==> src/rtl/ym_params.svh <==
`ifndef YM_PARAMS_SVH
`define YM_PARAMS_SVH

// slots per round and operator lanes
`define YM_SLOTS 6
`define YM_LANES 4

// phase and frequency word width, round counter width
`define YM_PHASE_W 12
`define YM_STEP_W 8

// byte addresses on the AXI4-Lite port
`define YM_ADDR_CTRL 12'h000
`define YM_ADDR_STEP 12'h004
`define YM_ADDR_FNUM_BASE 12'h100
`define YM_ADDR_PHASE_BASE 12'h200

// FNUM and PHASE regions are selected by the upper nibble of the address
`define YM_ADDR_REGION_MASK 12'hf00

`endif
==> src/rtl/ym_pkg.sv <==
`default_nettype none

`include "ym_params.svh"

package ym_pkg;

	typedef enum logic [1:0]
	{
		OP_NONE = 2'd0,
		OP_FNUM = 2'd1,
		OP_CLEAR = 2'd2
	} ym_op_e;

	typedef struct packed
	{
		ym_op_e op;
		logic [1:0] lane;
		logic [2:0] slot;
		logic [`YM_PHASE_W-1:0] value;
	} ym_lane_cmd_t;

	typedef struct packed
	{
		logic c1;
		logic c2;
		logic [2:0] slot;
		logic round_start; // c1 of slot 0
	} ym_tick_t;

	typedef enum logic [1:0]
	{
		AX_IDLE = 2'd0,
		AX_WAIT_TAP = 2'd1,
		AX_RESP = 2'd2
	} ym_axi_state_e;

	typedef struct packed
	{
		logic valid;
		logic [1:0] lane;
		logic [2:0] slot;
	} ym_tap_req_t;

endpackage

`default_nettype wire

==> src/rtl/ym_top.sv <==
`timescale 1ns/1ns
`default_nettype none

`include "ym_params.svh"

module ym_top import ym_pkg::*;
	(
	input logic MCLK,
	input logic rst,
	input logic [11:0] awaddr,
	input logic awvalid,
	output logic awready,
	input logic [31:0] wdata,
	input logic wvalid,
	output logic wready,
	output logic [1:0] bresp,
	output logic bvalid,
	input logic bready,
	input logic [11:0] araddr,
	input logic arvalid,
	output logic arready,
	output logic [31:0] rdata,
	output logic [1:0] rresp,
	output logic rvalid,
	input logic rready
	);

	ym_tick_t tick;
	ym_lane_cmd_t cmd;
	ym_tap_req_t tap_req;
	logic step_active;
	logic tap_done;
	logic [`YM_PHASE_W-1:0] tap_data;
	logic [`YM_LANES-1:0][`YM_PHASE_W-1:0] lane_phase;

	ym_slot_clock i_clk (.MCLK(MCLK), .rst(rst), .tick(tick));

	ym_reg_if i_reg_if
		(
		.MCLK(MCLK),
		.rst(rst),
		.awaddr(awaddr),
		.awvalid(awvalid),
		.awready(awready),
		.wdata(wdata),
		.wvalid(wvalid),
		.wready(wready),
		.bresp(bresp),
		.bvalid(bvalid),
		.bready(bready),
		.araddr(araddr),
		.arvalid(arvalid),
		.arready(arready),
		.rdata(rdata),
		.rresp(rresp),
		.rvalid(rvalid),
		.rready(rready),
		.tick(tick),
		.cmd(cmd),
		.step_active(step_active),
		.tap_req(tap_req),
		.tap_done(tap_done),
		.tap_data(tap_data)
		);

	genvar i;

	generate
		for (i = 0; i < `YM_LANES; i++)
		begin : g_lane
			ym_phase_lane #(.LANE_ID(i)) i_lane
				(
				.MCLK(MCLK),
				.rst(rst),
				.tick(tick),
				.cmd(cmd),
				.step_active(step_active),
				.phase(lane_phase[i])
				);
		end
	endgenerate

	ym_phase_tap i_tap
		(
		.MCLK(MCLK),
		.rst(rst),
		.tick(tick),
		.lane_phase(lane_phase),
		.req(tap_req),
		.done(tap_done),
		.data(tap_data)
		);

endmodule

`default_nettype wire

==> src/rtl/ym_phase_tap.sv <==
`timescale 1ns/1ns
`default_nettype none

`include "ym_params.svh"

module ym_phase_tap import ym_pkg::*;
	(
	input logic MCLK,
	input logic rst,
	input ym_tick_t tick,
	input logic [`YM_LANES-1:0][`YM_PHASE_W-1:0] lane_phase,
	input ym_tap_req_t req,
	output logic done,
	output logic [`YM_PHASE_W-1:0] data
	);

	logic cap;

	assign cap = req.valid & tick.c2 & (tick.slot == req.slot) & ~done;

	// the snapshot lands in the slave stage one cycle after cap, together with done
	ym_dbg_read #(.DATA_WIDTH(`YM_PHASE_W)) i_snap
		(
		.MCLK(MCLK),
		.rst(rst),
		.c1(cap),
		.c2(done),
		.load(cap),
		.load_val(lane_phase[req.lane]),
		.val(data)
		);

	always_ff @(posedge MCLK)
	begin
		if (rst)
			done <= 1'b0;
		else
			done <= cap;
	end

endmodule

`default_nettype wire

==> src/rtl/ym_phase_lane.sv <==
`timescale 1ns/1ns
`default_nettype none

`include "ym_params.svh"

module ym_phase_lane import ym_pkg::*; #(parameter int LANE_ID = 0)
	(
	input logic MCLK,
	input logic rst,
	input ym_tick_t tick,
	input ym_lane_cmd_t cmd,
	input logic step_active,
	output logic [`YM_PHASE_W-1:0] phase
	);

	logic [`YM_PHASE_W-1:0] fr_in;
	logic [`YM_PHASE_W-1:0] fr_out;
	logic [`YM_PHASE_W-1:0] ph_in;
	logic [`YM_PHASE_W-1:0] ph_out;
	logic fnum_hit;

	assign fnum_hit = (cmd.op == OP_FNUM) && (cmd.lane == 2'(LANE_ID)) && (cmd.slot == tick.slot);

	// during c1 the ring outputs show the words stored for the current slot
	ym_sr_bit_array #(.SR_LENGTH(`YM_SLOTS), .DATA_WIDTH(`YM_PHASE_W)) i_fnum_ring
		(
		.MCLK(MCLK),
		.rst(rst),
		.c1(tick.c1),
		.c2(tick.c2),
		.data_in(fr_in),
		.data_out(fr_out)
		);

	ym_sr_bit_array #(.SR_LENGTH(`YM_SLOTS), .DATA_WIDTH(`YM_PHASE_W)) i_phase_ring
		(
		.MCLK(MCLK),
		.rst(rst),
		.c1(tick.c1),
		.c2(tick.c2),
		.data_in(ph_in),
		.data_out(ph_out)
		);

	assign fr_in = fnum_hit ? cmd.value : fr_out;
	assign ph_in = (cmd.op == OP_CLEAR) ? '0 : (step_active ? ph_out + fr_in : ph_out);

	// holds the new phase of the slot through its c2 cycle
	always_ff @(posedge MCLK)
	begin
		if (rst)
			phase <= '0;
		else if (tick.c1)
			phase <= ph_in;
	end

endmodule

`default_nettype wire

==> src/rtl/ym_reg_if.sv <==
`timescale 1ns/1ns
`default_nettype none

`include "ym_params.svh"

module ym_reg_if import ym_pkg::*;
	(
	input logic MCLK,
	input logic rst,
	input logic [11:0] awaddr,
	input logic awvalid,
	output logic awready,
	input logic [31:0] wdata,
	input logic wvalid,
	output logic wready,
	output logic [1:0] bresp,
	output logic bvalid,
	input logic bready,
	input logic [11:0] araddr,
	input logic arvalid,
	output logic arready,
	output logic [31:0] rdata,
	output logic [1:0] rresp,
	output logic rvalid,
	input logic rready,
	input ym_tick_t tick,
	output ym_lane_cmd_t cmd,
	output logic step_active,
	output ym_tap_req_t tap_req,
	input logic tap_done,
	input logic [`YM_PHASE_W-1:0] tap_data
	);

	ym_axi_state_e state;
	logic init_clr; // post-reset clearing round still running
	logic clr_wait;
	logic step_pend;
	logic [`YM_STEP_W-1:0] step_n;
	logic [`YM_STEP_W-1:0] count;
	logic [1:0] rd_lane;
	logic [2:0] rd_slot;
	logic wr_fire;
	logic rd_fire;
	logic busy;

	assign wr_fire = awvalid & awready & wvalid & wready;
	assign rd_fire = arvalid & arready;
	assign step_active = (count != '0);
	assign busy = step_pend | step_active;

	// round counter steps once per round, a decrement is a load of count plus all ones
	ym_cnt_bit_load #(.DATA_WIDTH(`YM_STEP_W)) i_round_cnt
		(
		.MCLK(MCLK),
		.rst(rst),
		.c1(tick.round_start),
		.c2(tick.c2 & (tick.slot == 3'd0)),
		.c_in(1'b0),
		.clear(init_clr),
		.load(busy),
		.load_val(step_pend ? step_n : count + {`YM_STEP_W{1'b1}}),
		.val(count),
		.c_out()
		);

	always_ff @(posedge MCLK)
	begin
		if (rst)
		begin
			awready <= 1'b0;
			wready <= 1'b0;
			bvalid <= 1'b0;
			cmd.op <= OP_NONE;
			clr_wait <= 1'b1;
			init_clr <= 1'b1;
			step_pend <= 1'b0;
		end
		else
		begin
			if (awready)
			begin
				awready <= 1'b0;
				wready <= 1'b0;
			end
			else if (awvalid & wvalid & ~bvalid & ~init_clr & ~clr_wait & (cmd.op == OP_NONE))
			begin
				awready <= 1'b1;
				wready <= 1'b1;
			end

			if (wr_fire)
				bvalid <= 1'b1;
			else if (bready)
				bvalid <= 1'b0;

			// an FNUM command waits for the c1 of its slot
			if (cmd.op == OP_FNUM && tick.c1 && tick.slot == cmd.slot)
				cmd.op <= OP_NONE;

			// clearing spans slots 1..5 and then slot 0 of the following round start
			if (tick.round_start)
			begin
				step_pend <= 1'b0;
				if (cmd.op == OP_CLEAR)
				begin
					cmd.op <= OP_NONE;
					init_clr <= 1'b0;
				end
				else if (clr_wait)
				begin
					cmd.op <= OP_CLEAR;
					clr_wait <= 1'b0;
				end
			end

			if (wr_fire)
			begin
				if ((awaddr & `YM_ADDR_REGION_MASK) == `YM_ADDR_FNUM_BASE)
				begin
					if (awaddr[4:2] < 3'(`YM_SLOTS))
						cmd.op <= OP_FNUM;
				end
				else if (awaddr == `YM_ADDR_CTRL)
					clr_wait <= wdata[0];
				else if (awaddr == `YM_ADDR_STEP && !busy)
					step_pend <= 1'b1;
			end
		end
	end

	// command payload and step value carry no reset
	always_ff @(posedge MCLK)
	begin
		if (wr_fire)
		begin
			if ((awaddr & `YM_ADDR_REGION_MASK) == `YM_ADDR_FNUM_BASE)
			begin
				cmd.lane <= awaddr[6:5];
				cmd.slot <= awaddr[4:2];
				cmd.value <= wdata[`YM_PHASE_W-1:0];
			end
			if (awaddr == `YM_ADDR_STEP && !busy)
				step_n <= wdata[`YM_STEP_W-1:0];
		end
	end

	always_ff @(posedge MCLK)
	begin
		if (rst)
		begin
			state <= AX_IDLE;
			arready <= 1'b0;
		end
		else
		begin
			arready <= 1'b0;
			case (state)
				AX_IDLE:
				begin
					if (rd_fire)
					begin
						rd_lane <= araddr[6:5];
						rd_slot <= araddr[4:2];
						rdata <= '0;
						if ((araddr & `YM_ADDR_REGION_MASK) == `YM_ADDR_PHASE_BASE
							&& araddr[4:2] < 3'(`YM_SLOTS))
							state <= AX_WAIT_TAP;
						else
						begin
							if (araddr == `YM_ADDR_STEP)
								rdata <= {busy, 23'd0, count};
							state <= AX_RESP;
						end
					end
					else if (arvalid & ~arready & ~init_clr)
						arready <= 1'b1;
				end
				AX_WAIT_TAP:
				begin
					if (tap_done)
					begin
						rdata <= {{(32 - `YM_PHASE_W){1'b0}}, tap_data};
						state <= AX_RESP;
					end
				end
				AX_RESP:
				begin
					if (rready)
						state <= AX_IDLE;
				end
				default: state <= AX_IDLE;
			endcase
		end
	end

	assign rvalid = (state == AX_RESP);
	assign rresp = 2'b00;
	assign bresp = 2'b00;
	assign tap_req.valid = (state == AX_WAIT_TAP);
	assign tap_req.lane = rd_lane;
	assign tap_req.slot = rd_slot;

endmodule

`default_nettype wire

==> src/rtl/ym_slot_clock.sv <==
`timescale 1ns/1ns
`default_nettype none

`include "ym_params.svh"

module ym_slot_clock import ym_pkg::*;
	(
	input logic MCLK,
	input logic rst,
	output ym_tick_t tick
	);

	logic ph; // low in the c1 cycle, high in the c2 cycle
	logic [2:0] slot;

	always_ff @(posedge MCLK)
	begin
		if (rst)
		begin
			ph <= 1'b0;
			slot <= '0;
		end
		else
		begin
			ph <= ~ph;
			if (ph)
				slot <= (slot == 3'(`YM_SLOTS - 1)) ? 3'd0 : slot + 3'd1;
		end
	end

	assign tick.c1 = ~ph;
	assign tick.c2 = ph;
	assign tick.slot = slot;
	assign tick.round_start = ~ph & (slot == 3'd0);

endmodule

`default_nettype wire

==> src/rtl/ym_prims.sv <==
`timescale 1ns/1ns
`default_nettype none

module ym_sr_bit #(parameter int SR_LENGTH = 1)
	(
	input logic MCLK,
	input logic rst,
	input logic c1,
	input logic c2,
	input logic bit_in,
	output logic sr_out
	);

	logic [SR_LENGTH-1:0] v1;
	logic [SR_LENGTH-1:0] v2;
	logic [SR_LENGTH-1:0] v1_nxt;
	logic [SR_LENGTH-1:0] v2_nxt;

	generate
		if (SR_LENGTH == 1)
			assign v1_nxt = bit_in;
		else
			assign v1_nxt = {v2[SR_LENGTH-2:0], bit_in};
	endgenerate

	// slave stage is transparent during c2
	assign v2_nxt = c2 ? v1 : v2;
	assign sr_out = v2_nxt[SR_LENGTH-1];

	always_ff @(posedge MCLK)
	begin
		if (rst)
		begin
			v1 <= '0;
			v2 <= '0;
		end
		else
		begin
			if (c1)
				v1 <= v1_nxt;
			v2 <= v2_nxt;
		end
	end

endmodule

module ym_sr_bit_array #(parameter int SR_LENGTH = 1, parameter int DATA_WIDTH = 16)
	(
	input logic MCLK,
	input logic rst,
	input logic c1,
	input logic c2,
	input logic [DATA_WIDTH-1:0] data_in,
	output logic [DATA_WIDTH-1:0] data_out
	);

	genvar i;

	generate
		for (i = 0; i < DATA_WIDTH; i++)
		begin : g_bit
			ym_sr_bit #(.SR_LENGTH(SR_LENGTH)) i_sr
				(
				.MCLK(MCLK),
				.rst(rst),
				.c1(c1),
				.c2(c2),
				.bit_in(data_in[i]),
				.sr_out(data_out[i])
				);
		end
	endgenerate

endmodule

module ym_cnt_bit_load #(parameter int DATA_WIDTH = 1)
	(
	input logic MCLK,
	input logic rst,
	input logic c1,
	input logic c2,
	input logic c_in,
	input logic clear,
	input logic load,
	input logic [DATA_WIDTH-1:0] load_val,
	output logic [DATA_WIDTH-1:0] val,
	output logic c_out
	);

	logic [DATA_WIDTH-1:0] data_in;
	logic [DATA_WIDTH-1:0] data_out;
	logic [DATA_WIDTH:0] sum;

	ym_sr_bit_array #(.SR_LENGTH(1), .DATA_WIDTH(DATA_WIDTH)) i_mem
		(
		.MCLK(MCLK),
		.rst(rst),
		.c1(c1),
		.c2(c2),
		.data_in(data_in),
		.data_out(data_out)
		);

	assign sum = (load ? load_val : data_out) + c_in;
	assign data_in = clear ? '0 : sum[DATA_WIDTH-1:0];
	assign val = data_out;
	assign c_out = sum[DATA_WIDTH];

endmodule

module ym_dbg_read #(parameter int DATA_WIDTH = 1)
	(
	input logic MCLK,
	input logic rst,
	input logic c1,
	input logic c2,
	input logic load,
	input logic [DATA_WIDTH-1:0] load_val,
	output logic [DATA_WIDTH-1:0] val
	);

	logic [DATA_WIDTH-1:0] data_in;
	logic [DATA_WIDTH-1:0] data_out;

	ym_sr_bit_array #(.SR_LENGTH(1), .DATA_WIDTH(DATA_WIDTH)) i_mem
		(
		.MCLK(MCLK),
		.rst(rst),
		.c1(c1),
		.c2(c2),
		.data_in(data_in),
		.data_out(data_out)
		);

	assign data_in = load ? load_val : data_out; // recirculate when not loading
	assign val = data_out;

endmodule

`default_nettype wire

==> config.mk <==
export PLATFORM = sky130hd
export DESIGN_NAME = ym_top
export DESIGN_NICKNAME = d
export VERILOG_FILES = /design/src/rtl/ym_pkg.sv /design/src/rtl/ym_top.sv /design/src/rtl/ym_phase_tap.sv /design/src/rtl/ym_phase_lane.sv /design/src/rtl/ym_reg_if.sv /design/src/rtl/ym_slot_clock.sv /design/src/rtl/ym_prims.sv
export VERILOG_INCLUDE_DIRS = /design/src /design/src/rtl
export SDC_FILE = /design/constraint.sdc
export NUM_CORES = 2
export LEC_CHECK = 0
export BUFFER_PORTS_ARGS = -buffer_cell sky130_fd_sc_hd__buf_4
export CORE_AREA = 5 5 390 392
export CTS_BUF_LIST = sky130_fd_sc_hd__clkbuf_8
export DETAILED_ROUTE_END_ITERATION = 10
export DIE_AREA = 0 0 395 397
export PLACE_DENSITY_LB_ADDON = 0.08
export SLEW_MARGIN = 20
export SYNTH_ARGS = -nofsm -noshare
export SYNTH_HDL_FRONTEND = slang
export SYNTH_SLANG_ARGS = --single-unit
==> constraint.sdc <==
create_clock -name MCLK -period 5.61 [get_ports MCLK]
set_clock_uncertainty 0.1 [all_clocks]
set_input_delay 0.2805 -clock MCLK [delete_from_list [all_inputs] [get_ports MCLK]]
set_output_delay 0.2805 -clock MCLK [all_outputs]
set_load 0.02 [all_outputs]
==> implementation parameters <==
Parameter                              Value

Status
  Status    complete, no violations

Detailed routing
  Vias    31,281
  Final wirelength    108,000 um
  Iteration-0 DRC Markers    1,671
  Routed wire length per instance    15.6 um
  Residual DRC count    0
  1st-pass router iterations    5
  Post-route antenna net violation count    0
  Detailed-route vias per instance    4.52

Job
  Max-cap violations    0

Synthesis
  Sequential share of the synthesized area    0.577
  Syn avg cell area    9.36 um2
  Cell Area, Synth    0.0441 mm2
  Share of synthesized registers carrying an async set or reset    0
  Most instantiated flip-flop cell in the synthesis netlist    dfxtp_1
  Number of enable flip-flop cells after synthesis    43
  Number of flip-flops and latches in the synthesized netlist    1,251
  Synth unique cells    70
  Synthesized instance count    4,713
  Total number of yosys warnings    0

Critical path
  Type of destination of the critical path    flop
  Cell at the slowest stage of the critical path    nand4_2
  Largest incremental delay on the critical path    0.71 ns
  Arrival time reported for the critical path endpoint    5.15 ns
  Crit path max-delay family    compound AO/OA/AOI/OAI gates
  Cell-by-cell trace of the critical path    xnor2_2 -> nand4_2 -> a21oi_1 -> ha_1 -> a211oi_1 -> o21ai_0 -> nand2_1 -> a21oi_1 -> xor2_1 -> or3_1 -> a32o_1
  Sum of buffers and inverters on the critical path    0
  Beginning of the worst register-to-register path    i_clk.slot[0]
  Req. time, crit path    6.31 ns
  Reg2Reg Setup Slack    1.17 ns
  Worst reg-to-reg path cell count    11
  Library cell appearing most often on the critical path    a21oi_1
  Kind of critical path    reg2reg
  Largest driver fanout on the critical path    19
  Critical path launch point type    flop

Global routing
  GRT overflow    0
  Antenna violations before repair    2
  Combined global-route utilization of all metal layers    0.135
  Global-route wire length before repair    170,000 um
  Via count of the first global-routing pass    29,801
  Pin count of the biggest net entering global routing    199

Power
  VDD IR-drop max    0.205 mV
  Pwr Density    347 mW/mm2
  Int Power    13.7 mW
  Static power due to leakage    19.0 nW
  Proportion of total power due to net switching    0.233
  Share of total power in the clock network    0.460
  Sequential power share    0.503
  Part of the power in combinational logic    0.037
  Power spent charging and discharging nets    4.16 mW

Clock network
  Root Buffer    clkbuf_8
  Clock slew at reported path FFs    0.06 ns
  Quantity of gates resized following cts    0
  TritonCTS sink count    1,251
  Clock buffer count from CTS    217
  Worst-Skew Late Latency    0.91 ns
  Maximum clock path buffer count    3
  Clock tree from TritonCTS    built
  Number of levels in the clock H-tree    4

STA
  Setup-violating endpoint count in the final report    0
  Slew margin rel.    0.298
  Min Tclk post-route    4.44 ns
  Final clock period utilization by the worst path    0.792
  Fin. Hold Viols    0
  Max Transition Viols Final    0
  Worst Tran Pin Value    1.05 ns
  Highest attainable clock frequency    0.225 GHz
  Unrepaired setup endpoints after global routing    no
  Final setup TNS    0 ns

Cells and area
  Area taken by flip-flops and latches    0.0255 mm2
  Area used by multi-input combinational logic    0.0171 mm2
  Total of fill cells in the finished design    15,320
  Final-stage net count    4,923
  Fraction of layout cells with a size suffix above 1    0.0912
  Post-route cell area    0.0515 mm2
  Syn-to-layout area delta    16.6%

Hold path
  Hold path startpoint    wvalid
  Number of stages on the worst hold path    4
  Classification of the worst-slack hold path    in2reg
  Worst hold endpoint    i_reg_if.bvalid

Floorplan
  Number of placed I/O pins    104
  Starting Density    0.297
  Placeable core region    0.149 mm2
  Die span in y    397 um
  Number of standard-cell rows in the floorplan    142
  Die Area    0.157 mm2
  Horizontal extent of the die    395 um

Placement
  Post-detail-place hpwl    66,000 um
  RePlAce Congestion    0.789
  Port Buffer Count    60
  Cell area reported after detailed placement    0.0464 mm2
==> area by class of cell <==
| cell class | count | area share |
|---|---|---|
| inverters | 59 | 0.00430 |
| clock buffers | 276 | 0.0738 |
| flip-flops and latches | 1251 | 0.495 |
| diodes | 1 | 0.0000486 |
| clock inverters | 112 | 0.0113 |
| multi-input cells | 3086 | 0.333 |
| well taps | 1944 | 0.0473 |
| repair buffers | 195 | 0.0354 |
==> worst max path at each step <==
stage                              from            endpoint  slack, ns  cells after the start
after floorplan           i_clk.slot[0]  i_reg_if.step_n[0]       1.33                     11
after global placement    i_clk.slot[0]                flop       1.11                     11
after detailed placement  i_clk.slot[0]                flop       1.11                     11
after CTS                 i_clk.slot[0]                flop       1.12                     11
after global routing      i_clk.slot[0]                flop       0.85                     13
final                     i_clk.slot[0]                flop       1.17                     11
==> power by group through the flow <==
stage | Sequential (mW) | Combinational [mW] | Clock [mW]
final | 8.97 | 0.667 | 8.21
after global routing | 8.97 | 0.726 | 9.03
after CTS | 8.97 | 0.678 | 8.61
after detailed placement | 9.16 | 0.643 | 0
after global placement | 9.16 | 0.645 | 0
after floorplan | 9.15 | 0.472 | 0
==> Yosys cell counts, types with 8 or more instances <==
cell / number / area share
nor2b_1: 27 / 0.0038
o21ai_1: 8 / 0.00091
inv_1: 59 / 0.0050
nor3_1: 27 / 0.0031
nor2_1: 250 / 0.021
a211oi_1: 15 / 0.0026
nor4_1: 8 / 0.0011
buf_2: 24 / 0.0027
mux4_2: 12 / 0.0061
nand3_1: 9 / 0.0010
nand2_1: 628 / 0.053
o211ai_1: 13 / 0.0022
o22ai_1: 15 / 0.0021
buf_1: 14 / 0.0012
o21a_1: 61 / 0.010
ha_1: 46 / 0.013
clkbuf_1: 275 / 0.023
a21o_1: 9 / 0.0015
edfxtp_1: 43 / 0.029
o21ai_0: 93 / 0.011
xor2_1: 15 / 0.0030
a32oi_1: 8 / 0.0016
buf_4: 24 / 0.0041
a21oi_1: 1063 / 0.12
mux2i_1: 150 / 0.034
dfxtp_1: 1208 / 0.55
or3_1: 9 / 0.0013
xnor2_1: 14 / 0.0028
nand2b_1: 491 / 0.070
==> placed cells by master, fill, tap and decap left out, drive strengths merged, types with 6 or more instances in the layout <==
cell            n
dfxtp        1208
a21oi        1064
nand2         628
nand2b        491
clkbuf        276
nor2          250
inv           160
mux2i         150
buf           127
o21ai         102
dlygate4sd3    68
o21a           61
ha             46
edfxtp         43
nor3           29
nor2b          27
conb           23
xnor2          17
o22ai          15
a211oi         15
xor2           15
o211ai         13
mux4           12
or3             9
nand3           9
a21o            9
nor4            8
a32oi           8
a21boi          8
nand4           8
clkinv          7
a22oi           6
==> flip-flops by register name (all words and copies together) (netlist names), 2 cells and up <==
register and flops:
i_clk.slot 3, g_lane.i_lane.i_fnum_ring.g_bit.i_sr.v1 288, i_tap.i_snap.i_mem.g_bit.i_sr.v1 12, i_reg_if.cmd 19
g_lane.i_lane.i_fnum_ring.g_bit.i_sr.v2 288, g_lane.i_lane.i_phase_ring.g_bit.i_sr.v1 280, i_reg_if.rd_slot 3, g_lane.i_lane.phase 8
i_tap.i_snap.i_mem.g_bit.i_sr.v2 12, i_reg_if.i_round_cnt.i_mem.g_bit.i_sr.v1 8, i_reg_if.i_round_cnt.i_mem.g_bit.i_sr.v2 8, i_reg_if.step_n 8
g_lane.i_lane.i_phase_ring.g_bit.i_sr.v2 288, i_reg_if.rdata 13, i_reg_if.rd_lane 2, i_reg_if.state 2
==> metrics by stage <==
| step | hold WS, ns | setup slack [ns] | util | instances | power [mW] |
|---|---|---|---|---|---|
| after global placement | 0.353 | 1.11 | 0.312 | 6466 | 9.81 |
| after global routing | 0.155 | 0.849 | 0.347 | 6924 | 18.7 |
| final | 0.201 | 1.17 | 0.347 | 6924 | 17.9 |
| after floorplan | 0.279 | 1.33 | - | 4735 | 9.62 |
| after CTS | 0.0745 | 1.12 | 0.346 | 6923 | 18.3 |
| after detailed placement | 0.356 | 1.11 | 0.312 | 6467 | 9.81 |
==> cell families (layout without fill, tap and decap cells) <==
kind of cell,count (synthesis),in the layout,share of synthesized area
xor+xnor,32,32,0.00686
buf+inv,398,642,0.0369
flops,1251,1251,0.577
other cells,1,24,0.0000850
fa+ha+maj,50,50,0.0149
simple gates,1484,1484,0.162
mux,164,164,0.0407
compound gates,1333,1333,0.162
==> per-layer routing <==
| metal | track usage | part of all wire | wire (um) |
|---|---|---|---|
| met2 | 0.195 | 0.41 | 44300 |
| met4 | 0.0436 | 0.025 | 2730 |
| met3 | 0.0347 | 0.045 | 4890 |
| met1 | 0.195 | 0.52 | 56100 |
| met5 | 0 | 0 | 0 |
==> timing repair <==
item                                   CTS  global route
endpoints found under the hold margin  154             0
setup endpoints to repair                0             0
buffers inserted                         0             0
hold buffers                            68             0
==> worst register-to-register path: stages, from the launching register on <==
cell,delay [ns]
dfxtp_1,0.59
xnor2_2,0.24
nand4_2,0.71
a21oi_1,0.70
ha_1,0.27
a211oi_1,0.07
o21ai_0,0.57
nand2_1,0.12
a21oi_1,0.32
xor2_1,0.13
or3_1,0.32
a32o_1,0.24
Note: power is estimated with default switching activity, not from simulation.
